**src/rv_bus_pkg.sv**
```systemverilog
`default_nettype none

package rv_bus_pkg;

	typedef logic [31:0] bus_addr_t;
	typedef logic [31:0] bus_data_t;
	typedef logic [3:0] bus_sel_t;

	// retired-instruction counter, reachable with lui alone.
	localparam bus_addr_t COUNTER_ADDR = 32'h0002_0000;

endpackage

`default_nettype wire

```
**src/rv_isa_pkg.sv**
```systemverilog
`default_nettype none

package rv_isa_pkg;

	typedef logic [31:0] word_t;
	typedef logic [3:0] reg_idx_t;   // rv32e has sixteen registers.
	typedef logic [6:0] opcode_t;

	// major opcodes of the supported subset.
	localparam opcode_t OP_LUI = 7'b0110111;
	localparam opcode_t OP_JAL = 7'b1101111;
	localparam opcode_t OP_BRANCH = 7'b1100011;
	localparam opcode_t OP_LOAD = 7'b0000011;
	localparam opcode_t OP_STORE = 7'b0100011;
	localparam opcode_t OP_IMM = 7'b0010011;
	localparam opcode_t OP_REG = 7'b0110011;
	localparam opcode_t OP_SYSTEM = 7'b1110011;

	typedef enum logic [1:0] {
		ALU_ADD,
		ALU_SUB,
		ALU_PASS_B   // lui result goes straight through.
	} alu_op_t;

endpackage

`default_nettype wire
```
**src/rv_core.sv**
```systemverilog
`timescale 1ns/1ns
`default_nettype none

module rv_core #(
	parameter rv_bus_pkg::bus_addr_t RESET_PC = 32'h0000_0000
) (
	input logic clock,
	input logic arst_n,
	output logic cyc,
	output logic stb,
	output logic we,
	output rv_bus_pkg::bus_addr_t adr,
	output rv_bus_pkg::bus_data_t dat_w,
	output rv_bus_pkg::bus_sel_t sel,
	input rv_bus_pkg::bus_data_t dat_r,
	input logic ack,
	input logic err,
	output logic halted
);
	import rv_isa_pkg::*;
	import rv_bus_pkg::*;

	word_t instr;
	bus_addr_t pc;
	bus_addr_t next_pc;
	bus_addr_t exec_addr;
	logic is_load;
	logic is_store;
	logic is_ecall;
	word_t load_data;
	logic rf_wen_en;
	logic retire;
	logic mem_req;
	logic mem_we;
	bus_addr_t mem_addr;
	logic mem_done;
	logic mem_err;
	word_t mem_rdata;
	reg_idx_t raddr_a;
	reg_idx_t raddr_b;
	reg_idx_t waddr;
	word_t rs_a;
	word_t rs_b;
	logic rd_wen;
	word_t rd_data;
	word_t store_data;
	word_t count;
	logic rf_wen;

	assign rf_wen = rf_wen_en && rd_wen;   // write only in WB, and only if the op has rd.

	rv_control #(.RESET_PC(RESET_PC)) control_i (
		.clock(clock), .arst_n(arst_n),
		.mem_req(mem_req), .mem_we(mem_we), .mem_addr(mem_addr),
		.mem_done(mem_done), .mem_err(mem_err), .mem_rdata(mem_rdata),
		.instr(instr), .pc(pc), .next_pc(next_pc), .exec_addr(exec_addr),
		.is_load(is_load), .is_store(is_store), .is_ecall(is_ecall),
		.load_data(load_data), .rf_wen_en(rf_wen_en), .retire(retire), .halted(halted)
	);

	rv_execute execute_i (
		.instr(instr), .pc(pc), .rs_a(rs_a), .rs_b(rs_b), .load_data(load_data),
		.raddr_a(raddr_a), .raddr_b(raddr_b), .waddr(waddr),
		.rd_wen(rd_wen), .rd_data(rd_data), .mem_addr(exec_addr), .store_data(store_data),
		.next_pc(next_pc), .is_load(is_load), .is_store(is_store), .is_ecall(is_ecall)
	);

	rv_regfile regfile_i (
		.clock(clock), .raddr_a(raddr_a), .raddr_b(raddr_b),
		.rdata_a(rs_a), .rdata_b(rs_b),
		.wen(rf_wen), .waddr(waddr), .wdata(rd_data)
	);

	rv_lsu lsu_i (
		.clock(clock), .arst_n(arst_n),
		.mem_req(mem_req), .mem_we(mem_we), .mem_addr(mem_addr), .mem_wdata(store_data),
		.mem_done(mem_done), .mem_err(mem_err), .mem_rdata(mem_rdata), .count(count),
		.cyc(cyc), .stb(stb), .we(we), .adr(adr), .dat_w(dat_w), .sel(sel),
		.dat_r(dat_r), .ack(ack), .err(err)
	);

	rv_retire_counter counter_i (
		.clock(clock), .arst_n(arst_n), .retire(retire), .count(count)
	);

endmodule

`default_nettype wire

```
**src/rv_control.sv**
```systemverilog
`timescale 1ns/1ns
`default_nettype none

module rv_control #(
	parameter rv_bus_pkg::bus_addr_t RESET_PC = 32'h0000_0000
) (
	input logic clock,
	input logic arst_n,
	output logic mem_req,
	output logic mem_we,
	output rv_bus_pkg::bus_addr_t mem_addr,
	input logic mem_done,
	input logic mem_err,
	input rv_isa_pkg::word_t mem_rdata,
	output rv_isa_pkg::word_t instr,
	output rv_bus_pkg::bus_addr_t pc,
	input rv_bus_pkg::bus_addr_t next_pc,
	input rv_bus_pkg::bus_addr_t exec_addr,
	input logic is_load,
	input logic is_store,
	input logic is_ecall,
	output rv_isa_pkg::word_t load_data,
	output logic rf_wen_en,
	output logic retire,
	output logic halted
);

	typedef enum logic [2:0] {
		FETCH,
		EXEC,
		MEM,
		WB,
		HALT
	} ctrl_state_t;

	ctrl_state_t state;
	logic waiting;   // request issued, mem_done not yet seen.

	assign mem_req = (state == FETCH || state == MEM) && !waiting;
	assign mem_we = (state == MEM) && is_store;
	assign mem_addr = (state == FETCH) ? pc : exec_addr;
	assign rf_wen_en = (state == WB);
	assign retire = (state == WB);
	assign halted = (state == HALT);

	always_ff @(posedge clock or negedge arst_n) begin
		if (!arst_n) begin
			state <= FETCH;
			waiting <= 1'b0;
			pc <= RESET_PC;
		end else begin
			if (mem_req) begin
				waiting <= 1'b1;
			end else if (mem_done) begin
				waiting <= 1'b0;
			end
			case (state)
				FETCH: if (mem_done) state <= mem_err ? HALT : EXEC;
				EXEC: begin
					if (is_ecall) begin
						state <= HALT;
					end else begin
						state <= (is_load || is_store) ? MEM : WB;
					end
				end
				MEM: if (mem_done) state <= mem_err ? HALT : WB;
				WB: begin
					pc <= next_pc;
					state <= FETCH;
				end
				default: state <= HALT;
			endcase
		end
	end

	always_ff @(posedge clock) begin
		if (state == FETCH && mem_done) instr <= mem_rdata;
		if (state == MEM && mem_done) load_data <= mem_rdata;
	end

	// only reset brings the core back out of HALT.
	a_halt_sticky: assert property (@(posedge clock) disable iff (!arst_n)
		state == HALT |=> state == HALT);

endmodule

`default_nettype wire

```
**src/rv_retire_counter.sv**
```systemverilog
`timescale 1ns/1ns
`default_nettype none

module rv_retire_counter (
	input logic clock,
	input logic arst_n,
	input logic retire,
	output rv_isa_pkg::word_t count
);

	always_ff @(posedge clock or negedge arst_n) begin
		if (!arst_n) begin
			count <= '0;
		end else if (retire) begin
			count <= count + 32'd1;   // wraps after 2^32 instructions.
		end
	end

endmodule

`default_nettype wire

```
**src/rv_lsu.sv**
```systemverilog
`timescale 1ns/1ns
`default_nettype none

module rv_lsu (
	input logic clock,
	input logic arst_n,
	input logic mem_req,
	input logic mem_we,
	input rv_bus_pkg::bus_addr_t mem_addr,
	input rv_isa_pkg::word_t mem_wdata,
	output logic mem_done,
	output logic mem_err,
	output rv_isa_pkg::word_t mem_rdata,
	input rv_isa_pkg::word_t count,
	output logic cyc,
	output logic stb,
	output logic we,
	output rv_bus_pkg::bus_addr_t adr,
	output rv_bus_pkg::bus_data_t dat_w,
	output rv_bus_pkg::bus_sel_t sel,
	input rv_bus_pkg::bus_data_t dat_r,
	input logic ack,
	input logic err
);
	import rv_bus_pkg::*;

	logic local_hit;
	logic bus_start;
	logic bus_end;

	assign local_hit = mem_req && !mem_we && (mem_addr == COUNTER_ADDR);
	assign bus_start = mem_req && !local_hit;
	assign bus_end = cyc && (ack || err);
	assign sel = '1;   // word accesses only.

	always_ff @(posedge clock or negedge arst_n) begin
		if (!arst_n) begin
			cyc <= 1'b0;
			stb <= 1'b0;
			we <= 1'b0;
			mem_done <= 1'b0;
			mem_err <= 1'b0;
		end else begin
			mem_done <= bus_end || local_hit;
			mem_err <= bus_end && err;
			if (bus_end) begin
				cyc <= 1'b0;
				stb <= 1'b0;
				we <= 1'b0;
			end else if (bus_start) begin
				cyc <= 1'b1;
				stb <= 1'b1;
				we <= mem_we;
			end
		end
	end

	always_ff @(posedge clock) begin
		if (bus_start) begin
			adr <= mem_addr;
			dat_w <= mem_wdata;
		end
		if (local_hit) begin
			mem_rdata <= count;   // counter read never reaches the bus.
		end else if (bus_end) begin
			mem_rdata <= dat_r;
		end
	end

	// control must wait for mem_done before the next request.
	a_req_idle: assert property (@(posedge clock) disable iff (!arst_n) mem_req |-> !cyc);

endmodule

`default_nettype wire

```
**src/rv_execute.sv**
```systemverilog
`timescale 1ns/1ns
`default_nettype none

module rv_execute (
	input rv_isa_pkg::word_t instr,
	input rv_bus_pkg::bus_addr_t pc,
	input rv_isa_pkg::word_t rs_a,
	input rv_isa_pkg::word_t rs_b,
	input rv_isa_pkg::word_t load_data,
	output rv_isa_pkg::reg_idx_t raddr_a,
	output rv_isa_pkg::reg_idx_t raddr_b,
	output rv_isa_pkg::reg_idx_t waddr,
	output logic rd_wen,
	output rv_isa_pkg::word_t rd_data,
	output rv_bus_pkg::bus_addr_t mem_addr,
	output rv_isa_pkg::word_t store_data,
	output rv_bus_pkg::bus_addr_t next_pc,
	output logic is_load,
	output logic is_store,
	output logic is_ecall
);
	import rv_isa_pkg::*;
	import rv_bus_pkg::*;

	opcode_t opcode;
	word_t imm_i;
	word_t imm_s;
	word_t imm_b;
	word_t imm_u;
	word_t imm_j;
	alu_op_t alu_op;
	word_t operand_b;
	word_t alu_result;
	bus_addr_t pc_plus4;
	logic branch_taken;
	logic is_jal;

	assign opcode = instr[6:0];
	assign raddr_a = instr[18:15];
	assign raddr_b = instr[23:20];
	assign waddr = instr[10:7];   // rv32e drops the top bit of rd.

	assign imm_i = {{20{instr[31]}}, instr[31:20]};
	assign imm_s = {{20{instr[31]}}, instr[31:25], instr[11:7]};
	assign imm_b = {{19{instr[31]}}, instr[31], instr[7], instr[30:25], instr[11:8], 1'b0};
	assign imm_u = {instr[31:12], 12'b0};
	assign imm_j = {{11{instr[31]}}, instr[31], instr[19:12], instr[20], instr[30:21], 1'b0};

	assign pc_plus4 = pc + 32'd4;
	assign branch_taken = instr[12] ? (rs_a != rs_b) : (rs_a == rs_b);   // funct3 bit 0 is bne.

	always_comb begin
		alu_op = ALU_ADD;
		operand_b = rs_b;
		rd_wen = 1'b0;
		is_load = 1'b0;
		is_store = 1'b0;
		is_ecall = 1'b0;
		is_jal = 1'b0;
		next_pc = pc_plus4;
		case (opcode)
			OP_LUI: begin
				alu_op = ALU_PASS_B;
				operand_b = imm_u;
				rd_wen = 1'b1;
			end
			OP_IMM: begin
				operand_b = imm_i;
				rd_wen = 1'b1;
			end
			OP_REG: begin
				alu_op = instr[30] ? ALU_SUB : ALU_ADD;
				rd_wen = 1'b1;
			end
			OP_LOAD: begin
				is_load = 1'b1;
				rd_wen = 1'b1;
			end
			OP_STORE: is_store = 1'b1;
			OP_BRANCH: begin
				if (branch_taken) begin
					next_pc = pc + imm_b;
				end
			end
			OP_JAL: begin
				is_jal = 1'b1;
				rd_wen = 1'b1;
				next_pc = pc + imm_j;
			end
			default: is_ecall = 1'b1;   // ecall, and anything unknown, stops the core.
		endcase
	end

	always_comb begin
		case (alu_op)
			ALU_SUB: alu_result = rs_a - operand_b;
			ALU_PASS_B: alu_result = operand_b;
			default: alu_result = rs_a + operand_b;
		endcase
	end

	assign rd_data = is_load ? load_data : (is_jal ? pc_plus4 : alu_result);
	assign mem_addr = rs_a + (is_store ? imm_s : imm_i);
	assign store_data = rs_b;

endmodule

`default_nettype wire

```
**src/rv_regfile.sv**
```systemverilog
`timescale 1ns/1ns
`default_nettype none

module rv_regfile (
	input logic clock,
	input rv_isa_pkg::reg_idx_t raddr_a,
	input rv_isa_pkg::reg_idx_t raddr_b,
	output rv_isa_pkg::word_t rdata_a,
	output rv_isa_pkg::word_t rdata_b,
	input logic wen,
	input rv_isa_pkg::reg_idx_t waddr,
	input rv_isa_pkg::word_t wdata
);
	import rv_isa_pkg::*;

	word_t regs [16];

	assign rdata_a = (raddr_a == '0) ? '0 : regs[raddr_a];   // x0 reads as zero.
	assign rdata_b = (raddr_b == '0) ? '0 : regs[raddr_b];

	always_ff @(posedge clock) begin
		if (wen && waddr != '0) begin
			regs[waddr] <= wdata;
		end
	end

	// the decoder must hand over one of the sixteen indices on a write.
	a_waddr_known: assert property (@(posedge clock) wen |-> !$isunknown(waddr));

endmodule

`default_nettype wire

```
**config.mk**
```make
export PLATFORM = sky130hd
export DESIGN_NAME = rv_core
export DESIGN_NICKNAME = d
export VERILOG_FILES = /design/src/rv_bus_pkg.sv /design/src/rv_isa_pkg.sv /design/src/rv_core.sv /design/src/rv_control.sv /design/src/rv_retire_counter.sv /design/src/rv_lsu.sv /design/src/rv_execute.sv /design/src/rv_regfile.sv
export SDC_FILE = /design/constraint.sdc
export NUM_CORES = 1
export LEC_CHECK = 0
export BUFFER_PORTS_ARGS = -buffer_cell sky130_fd_sc_hd__buf_2
export CORE_ASPECT_RATIO = 0.7
export CORE_MARGIN = 2
export CORE_UTILIZATION = 60
export DETAILED_ROUTE_END_ITERATION = 10
export PLACE_DENSITY = 0.75
export SLEW_MARGIN = 10
export SYNTH_ARGS = -nofsm -noshare
export SYNTH_HDL_FRONTEND = slang
export SYNTH_SLANG_ARGS = --single-unit
```
**constraint.sdc**
```tcl
create_clock -name clock -period 9.8 [get_ports clock]
set_input_delay 1.96 -clock clock [delete_from_list [all_inputs] [get_ports clock]]
set_output_delay 1.96 -clock clock [all_outputs]
set_load 0.005 [all_outputs]
```
# After elaboration in Yosys (flattened, before gate mapping)
# Memory sizes are Yosys's and may differ from the RTL's. A register that Yosys moved wholly into a read port is not among the register bits.
# Index checks and enable logic that the tools add are counted.
word_totals:
  ramBits: 512
  elab_cells: 103
  out_inout_bits: 72
  ff_bits: 232
  n_memories: 1
  in_bits: 36
memory_table:
  columns: ["memory", "depth", "width", "rd", "rd_ports_with_merged_regs", "wr", "line", "rtl"]
  rows:
  - ["regfile_i.regs", 16, 32, 2, 2, 1, "rv_regfile.sv:16", "word_t regs [16];"]
op_classes:
  addsub: 7
  eq_ne: 18
  n_reduce_logical: 28
  mux: 36
op_table:
  columns: ["operator", "count"]
  rows:
  - ["$mux 32", 8]
  - ["$pmux 32 s2", 3]
  - ["$add 32x32->32", 4]
  - ["$add 32x1->32 const B", 1]
  - ["$add 32x3->32 const B", 1]
  - ["$eq 32x18->1 const B", 1]
  - ["$eq 32x32->1", 1]
  - ["$ne 32x32->1", 1]
  - ["$sub 32x32->32", 1]
  - ["$eq 7x6->1 const B", 3]
  - ["$mux 1", 15]
  - ["$mux 3", 5]
  - ["$eq 7x7->1 const B", 2]
  - ["$pmux 3 s4", 1]
  - ["$logic_and 1x1->1", 11]
  - ["$logic_not 4->1", 2]
  - ["$mux 4", 2]
  - ["$eq 7x2->1 const B", 1]
  - ["$eq 7x5->1 const B", 1]
  - ["$reduce_or 7->1", 1]
  - ["$eq 3x2->1 const B", 2]
  - ["$reduce_bool 2->1", 3]
  - ["$mux 5", 1]
  - ["$reduce_or 5->1", 1]
  - ["other kinds (11)", 17]

# Longest topological paths before layout
# Gate-level depths: netlist of the first run.
depth:
  ltp_word: 11
  ltp_mapped: 29
  depth_no_buf: 26

# Cells and area by module
# A second synthesis of the first run with hierarchy kept.
hier_totals:
  cells_unflattened: 3065
  hier_area_um2: 40403.8
modules_own_cells:
  columns: ["mod", "area_each_um2", "instances", "cells_each"]
  rows:
  - ["rv_regfile", 22028.6, 1, 1169]
  - ["rv_execute", 9519.1, 1, 1410]
  - ["rv_control", 3803.6, 1, 197]
  - ["rv_lsu", 3597.2, 1, 165]
  - ["rv_retire_counter", 1448.9, 1, 123]
  - ["rv_core", 6.3, 1, 1]

# Worst setup path after synthesis of the first run
# No wires, ideal clock.
synth_timing:
  path_kind: "register to register"
  from: "register with a tool-made name"
  to: "register lsu_i.mem_rdata[0], enable pin"
  t_required_ns: 9.410
  path_buffers: 8
  path_stages_with_launch: 28
  arrival_ns: 6.933
  synth_period_minus_slack_ns: 7.323
  path_slack_ns: 2.477
  path_cell_list: "dfxtp_1 > buf_4 > buf_6 > buf_6 > buf_2 > buf_2 > mux4_2 > mux4_2 > nand2_1 > inv_1 > ha_1 > fa_1 > a211oi_1 > o21a_1 > nor2_1 > a32oi_1 > and3_1 > buf_4 > a2111oi_2 > o311a_1 > o41a_1 > xnor2_1 > a21oi_1 > or4_1 > or2_1 > buf_6 > buf_8 > nand2_1"
synth_lines:
  columns: ["item", "line", "rtl"]
  rows:
  - ["to (signal assigned)", "rv_lsu.sv:64", "mem_rdata <= count;"]
  - ["to (signal assigned)", "rv_lsu.sv:66", "mem_rdata <= dat_r;"]
  - ["to (decl)", "rv_lsu.sv:13", "output rv_isa_pkg::word_t mem_rdata,"]

==> results of run 1 <==
-- worst max-delay path: cells and delay by family (launching register included) --
family,cells,cell delay [ns]
adders and majority gates,1,0.45
buffers and inverters,4,1.62
muxes,2,1.06
and+or+nand+nor,9,2.29
AOI/OAI and AO/OA,5,1.56
DFF,1,0.97
-- worst max path at each step --
| stage | start | end | slack [ns] | cells after the start |
|---|---|---|---|---|
| floorplan | flip-flop | lsu_i.mem_rdata[0]$_DFFE_PP_ | 2.48 | 27 |
| finish | flip-flop | lsu_i.mem_rdata[27]$_DFFE_PP_ | 1.40 | 21 |
| CTS | flip-flop | lsu_i.mem_rdata[27]$_DFFE_PP_ | 1.53 | 21 |
| global route | flip-flop | lsu_i.mem_rdata[27]$_DFFE_PP_ | 0.95 | 21 |
| detailed placement | flip-flop | lsu_i.mem_rdata[15]$_DFFE_PP_ | 1.61 | 21 |
| global placement | flip-flop | lsu_i.mem_rdata[22]$_DFFE_PP_ | 1.88 | 20 |
-- power breakdown --
part           total, mW  switching, mW  internal, mW
combinational     0.0546         0.0312        0.0234
sequential          3.46        0.00643          3.46
clock               3.02           1.30          1.72
-- kinds of logic (layout without fill, tap and decap cells) --
family | Yosys count | after routing | share of synthesized area
DFF | 751 | 751 | 0.5244
and+or+nand+nor | 744 | 744 | 0.08920
AOI/OAI and AO/OA | 667 | 667 | 0.1035
muxes | 369 | 369 | 0.1844
buffers and inverters | 235 | 357 | 0.02578
xor gates and xnor gates | 189 | 189 | 0.03925
adders and majority gates | 110 | 110 | 0.03334
other | 2 | 40 | 0.0001781
-- registers in the layout (all words and copies together) (netlist names), named ones only --
name / cells
control_i.instr: 32
control_i.load_data: 32
control_i.pc: 31
control_i.state: 3
control_i.waiting: 1
counter_i.count: 32
lsu_i.adr: 32
lsu_i.cyc: 1
lsu_i.dat_w: 32
lsu_i.mem_done: 1
lsu_i.mem_err: 1
lsu_i.mem_rdata: 32
lsu_i.we: 1
regfile_i.regs: 512
-- cell usage after synthesis, drive strengths merged (29+ instances only) --
library cell  instances
a21o                 59
a21oi               144
a31oi                41
and2                 75
and3                 34
buf                  66
clkbuf              120
dfrtp                71
edfxtp              672
ha                  106
inv                  48
mux2                 46
mux4                313
nand2               179
nand3                62
nand4                29
nor2                189
nor3                 33
o21ai               166
xnor2               130
xor2                 59
-- layout make-up --
cell class	instances	share of cell area
clock inverters	40	0.01125
well taps	913	0.02464
inverters	49	0.003967
clock buffers	93	0.04307
repair buffers	175	0.02364
multi-input cells	2115	0.4158
flip-flops and latches	751	0.4775
diodes	4	0.0002159
-- layer usage --
metal / share of wire / vias up
met5: 0.00074 / -
met4: 0.033 / 14
met3: 0.14 / 341
met2: 0.43 / 2388
met1: 0.40 / 15280
li1: - / 12440
==> flow_metrics.tcl, run 1 <==
set metrics [dict create \
    status "complete, no violations" \
    yosysWarningCount 0 \
    fin_crit_ns 8.398 \
    via_per_inst 7.357 \
    core_um2 69730 \
    critPathMaxStageDelay_ns 0.97 \
    multiInputGateArea_um2 19270 \
    ys.flop_type "edfxtp_1" \
    crit_arrival_ns 8.70 \
    cts_resized 0 \
    rrSetupSlack_ns 1.40 \
    root_buffer "clkbuf_16" \
    overflow 0 \
    io_buffer_count 103 \
    p_leak_nw 16.35 \
    design_area_um2 46360 \
    finalHoldViolations 0 \
    gp_congestion 1.023 \
    synth_edf_count 672 \
    syn-cell-area_um2 42180 \
    clkSinkCount 751 \
    synth_top_area_cell "edfxtp_1" \
    antenna_found_initial 8 \
    grt_use_met1 0.5666 \
    fp.dieW_um 320.9 \
    drv_cap 0 \
    setup_ws_ns 1.402 \
    stdcell_count 4140 \
    finalPower_mw 6.541 \
    grt_pass1_wl_mm 199.9 \
    crit_required_ns 10.10 \
    pre_cts_ws_ns 1.611 \
    worstHoldStart "lsu_i.mem_rdata[11]$_DFFE_PP_" \
    syn_inst 3067 \
    cp-end-kind "flip-flop" \
    r2r_end "lsu_i.mem_rdata[27]$_DFFE_PP_" \
    grt_max_degree 89 \
    met3_usage 0.1244 \
    final_core_util 0.6649 \
    synth-seq-cells 751 \
    max_clock_freq_mhz 119.1 \
    async_flop_share 0.09454 \
    route.detailed.drc 0 \
    syn_avg_cell_area_um2 13.75 \
    crit_slowest_cell "dfxtp_4" \
    seqCellArea_um2 22140 \
    worst_pin_slew_ns 1.303 \
    drt_wl_total_mm 137.6 \
    rows 81 \
    rsz0062_at_grt "no" \
    hpwl_mm 92.30 \
    hold_buffers 0 \
    ios 108 \
    post-cts-setup-buffer-count 0 \
    final_max_slew_viol_count 0 \
    cts_made_buffers 74 \
    clk_path_buf_depth 3 \
    track_usage 0.3831 \
    whs_endpoint "control_i.load_data[11]$_DFFE_PP_" \
    die-area_um2 72470 \
    setup_tns_ns 0 \
    first_pass_iters 7 \
    worstPathCellList "buf_12 > buf_4 > mux4_2 > mux4_2 > and2_1 > ha_1 > nand2_1 > a21oi_1 > o21ai_0 > o21ai_0 > nand3_1 > a21oi_1 > nor3b_1 > or4b_1 > a2111oi_1 > nand4b_1 > or4_1 > or2_2 > buf_4 > nand2_1 > buf_4" \
    die_h_um 225.8 \
    layout_worst_path_cycle_share 0.8570 \
    clk_pin_slew_ns 0.07 \
    worst-path-max-fanout 56 \
    critical_path_class "reg -> reg" \
    final_cell_mix "edfxtp_1, mux4_2, nand2_1" \
    vias 30460 \
    finClkSkew_ns 0.03418 \
    whs_path_depth 0 \
    final_common_cell "edfxtp_1" \
    synth_top_area_frac 0.4784 \
    finalSetupViolations 0 \
    clk_latency_ns 0.66 \
    drt_iter0_markers 5526 \
    nFillCells 4837 \
    start_kind "flip-flop" \
    place_area_um2 43820 \
    postRouteAntennaNets 0 \
    power_density_nw_per_um2 141.1 \
    hold_class "reg -> reg" \
    dp.cells 4003 \
    grt-busiest-layer "met1" \
    grt_pass1_vias 29200 \
    seq_area_frac_synth 0.5244 \
    h-tree-depth 3 \
    wl_per_cell_um 33.23 \
    fin_nets 3312 \
    area_growth_pct 9.920 \
    critPathMostFrequentCell "buf_4" \
    ff2ff_path_depth 21 \
    holdWs_ns 0.4527 \
    start_util 0.6049 \
    relSlewSlack 0.1281 \
    synth_cell_types 93 \
    vdd_ir_drop_max_uv 149.4 \
    use_met2 0.5439 \
    drive_gt1_frac 0.2200 \
    netlist_top_cells_area "edfxtp_1, mux4_2, dfrtp_1" \
    cts_tree "yes" \
]
Power figures use the tool's default switching activity.
==> run 2: changes to the inputs <==
--- a/config.mk
+++ b/config.mk
@@ -9,8 +9,10 @@
 export CORE_ASPECT_RATIO = 0.7
 export CORE_MARGIN = 2
 export CORE_UTILIZATION = 60
+export CTS_CLUSTER_DIAMETER = 200
 export DETAILED_ROUTE_END_ITERATION = 10
 export PLACE_DENSITY = 0.75
+export REMOVE_ABC_BUFFERS = 1
 export SLEW_MARGIN = 10
 export SYNTH_ARGS = -nofsm -noshare
 export SYNTH_HDL_FRONTEND = slang
==> run 2 against run 1 <==
Hold slack better by 0.0010 ns. Flip-flop and latch count unchanged. Sequential share of layout area down 0.18 points. Critical endpoint is now lsu_i.adr[8]$_DFFE_PP_. Register-to-register slack worse by 0.09 ns. Design area up 0.37%.
==> flow_metrics.tcl, run 2 (synthesized netlist as in run 1, its figures left out) <==
set metrics [dict create \
    status "complete, no violations" \
    rows 81 \
    cts_made_buffers 72 \
    cts_tree "yes" \
    final_common_cell "edfxtp_1" \
    crit_arrival_ns 8.77 \
    critical_path_class "reg -> reg" \
    final_core_util 0.6674 \
    use_met2 0.5728 \
    seqCellArea_um2 22140 \
    worst-path-max-fanout 44 \
    cts_resized 0 \
    fp.dieW_um 320.9 \
    core_um2 69730 \
    cp-end-kind "flip-flop" \
    root_buffer "clkbuf_16" \
    grt_pass1_wl_mm 202.6 \
    fin_nets 3320 \
    max_clock_freq_mhz 117.8 \
    final_cell_mix "edfxtp_1, mux4_2, nand2_1" \
    final_max_slew_viol_count 0 \
    clkSinkCount 751 \
    multiInputGateArea_um2 19300 \
    h-tree-depth 3 \
    grt_use_met1 0.5469 \
    largest_register_ffs 512 \
    clk_latency_ns 0.66 \
    rsz0062_at_grt "no" \
    vdd_ir_drop_max_uv 183.4 \
    hold_class "reg -> reg" \
    gp_congestion 1.003 \
    finalSetupViolations 0 \
    drv_cap 0 \
    antenna_found_initial 7 \
    start_util 0.6049 \
    nFillCells 4820 \
    met3_usage 0.1388 \
    postRouteAntennaNets 0 \
    post-cts-setup-buffer-count 0 \
    layout_worst_path_cycle_share 0.8664 \
    power_density_nw_per_um2 142.3 \
    track_usage 0.3910 \
    relSlewSlack 0.1452 \
    clk_path_buf_depth 3 \
    p_leak_nw 16.45 \
    vias 30770 \
    die_h_um 225.8 \
    io_buffer_count 103 \
    clk_pin_slew_ns 0.06 \
    grt_pass1_vias 29590 \
    area_growth_pct 10.33 \
    start_kind "flip-flop" \
    fin_crit_ns 8.490 \
    finClkSkew_ns 0.03713 \
    overflow 0 \
    ios 108 \
    grt_max_degree 58 \
    drive_gt1_frac 0.2242 \
    hold_buffers 0 \
    hpwl_mm 94.19 \
    wl_per_cell_um 33.98 \
    via_per_inst 7.418 \
    drt_iter0_markers 4691 \
    first_pass_iters 7 \
    finalHoldViolations 0 \
    drt_wl_total_mm 141.0 \
    route.detailed.drc 0 \
    largest_register "regfile_i.regs" \
    worst_pin_slew_ns 1.281 \
    crit_required_ns 10.08 \
    setup_tns_ns 0 \
    die-area_um2 72470 \
    grt-busiest-layer "met2" \
]
[run 2: final timing paths]
check / start / end / slack, ns / depth (start not counted)
worst max-delay path: flip-flop / lsu_i.adr[8]$_DFFE_PP_ / 1.31 / 19
worst min-delay path: lsu_i.mem_rdata[10]$_DFFE_PP_ / control_i.instr[10]$_DFFE_PP_ / 0.45 / 0
worst max register to register: flip-flop / lsu_i.adr[8]$_DFFE_PP_ / 1.31 / 19
worst min register to register: lsu_i.mem_rdata[10]$_DFFE_PP_ / control_i.instr[10]$_DFFE_PP_ / 0.45 / 0
max in group asynchronous: arst_n / counter_i.count[26]$_DFFE_PN0P_ / 7.53 / 2
min in group asynchronous: arst_n / control_i.pc[19]$_DFFE_PN0P_ / 1.16 / 1
[run 2: metal layers]
layer	wire [um]	vias to the layer above
li1	-	12450
met1	53680	15420
met2	61380	2479
met3	20140	418
met4	5474	8
met5	277	-
[run 2: power by group]
part | internal [mW] | switching (mW) | total, mW | leakage [nW]
Combinational | 0.0233 | 0.0311 | 0.0545 | 8.08
Sequential | 3.46 | 0.00662 | 3.46 | 7.12
Clock | 1.80 | 1.30 | 3.10 | 1.25
Total | 5.28 | 1.34 | 6.62 | 16.5
[run 2: metrics by stage]
step                worst slack [ns]  hold WS [ns]  power (mW)  instances  area, um2
global route                  0.9677        0.4628       6.745       4147      46530
finish                         1.310        0.4537       6.620       4148      46530
detailed placement             1.597        0.4441       3.584       4011      43910
CTS                            1.553        0.4572       6.624       4145      46490
floorplan                     -2.552        0.4215       3.557       2915      41400
global placement               1.644        0.4263       3.581       4011      43910
[run 2: area by class of cell]
| type | count | area share |
|---|---|---|
| sequential | 751 | 0.4757 |
| multi-input combinational | 2115 | 0.4147 |
| clock buffer | 83 | 0.04160 |
| timing repair buffer | 185 | 0.02544 |
| tap | 913 | 0.02455 |
| clock inverter | 51 | 0.01401 |
| inverter | 49 | 0.003953 |
| antenna | 1 | 0.00005378 |
[run 2: critical path, stage by stage (launching register included)]
cell      delay [ns]
dfxtp_4         0.79
buf_12          0.34
buf_12          0.37
mux4_2          0.59
mux4_2          0.54
and2_1          0.26
ha_1            0.46
o21ai_0         0.15
a21oi_1         0.25
o21ai_0         0.15
o21ai_0         0.33
nand2_1         0.11
a211oi_1        0.64
o21ai_0         0.25
nand2b_1        0.12
a211oi_1        0.07
o31ai_1         0.82
or4_1           0.43
o21ba_4         0.77
buf_4           0.59
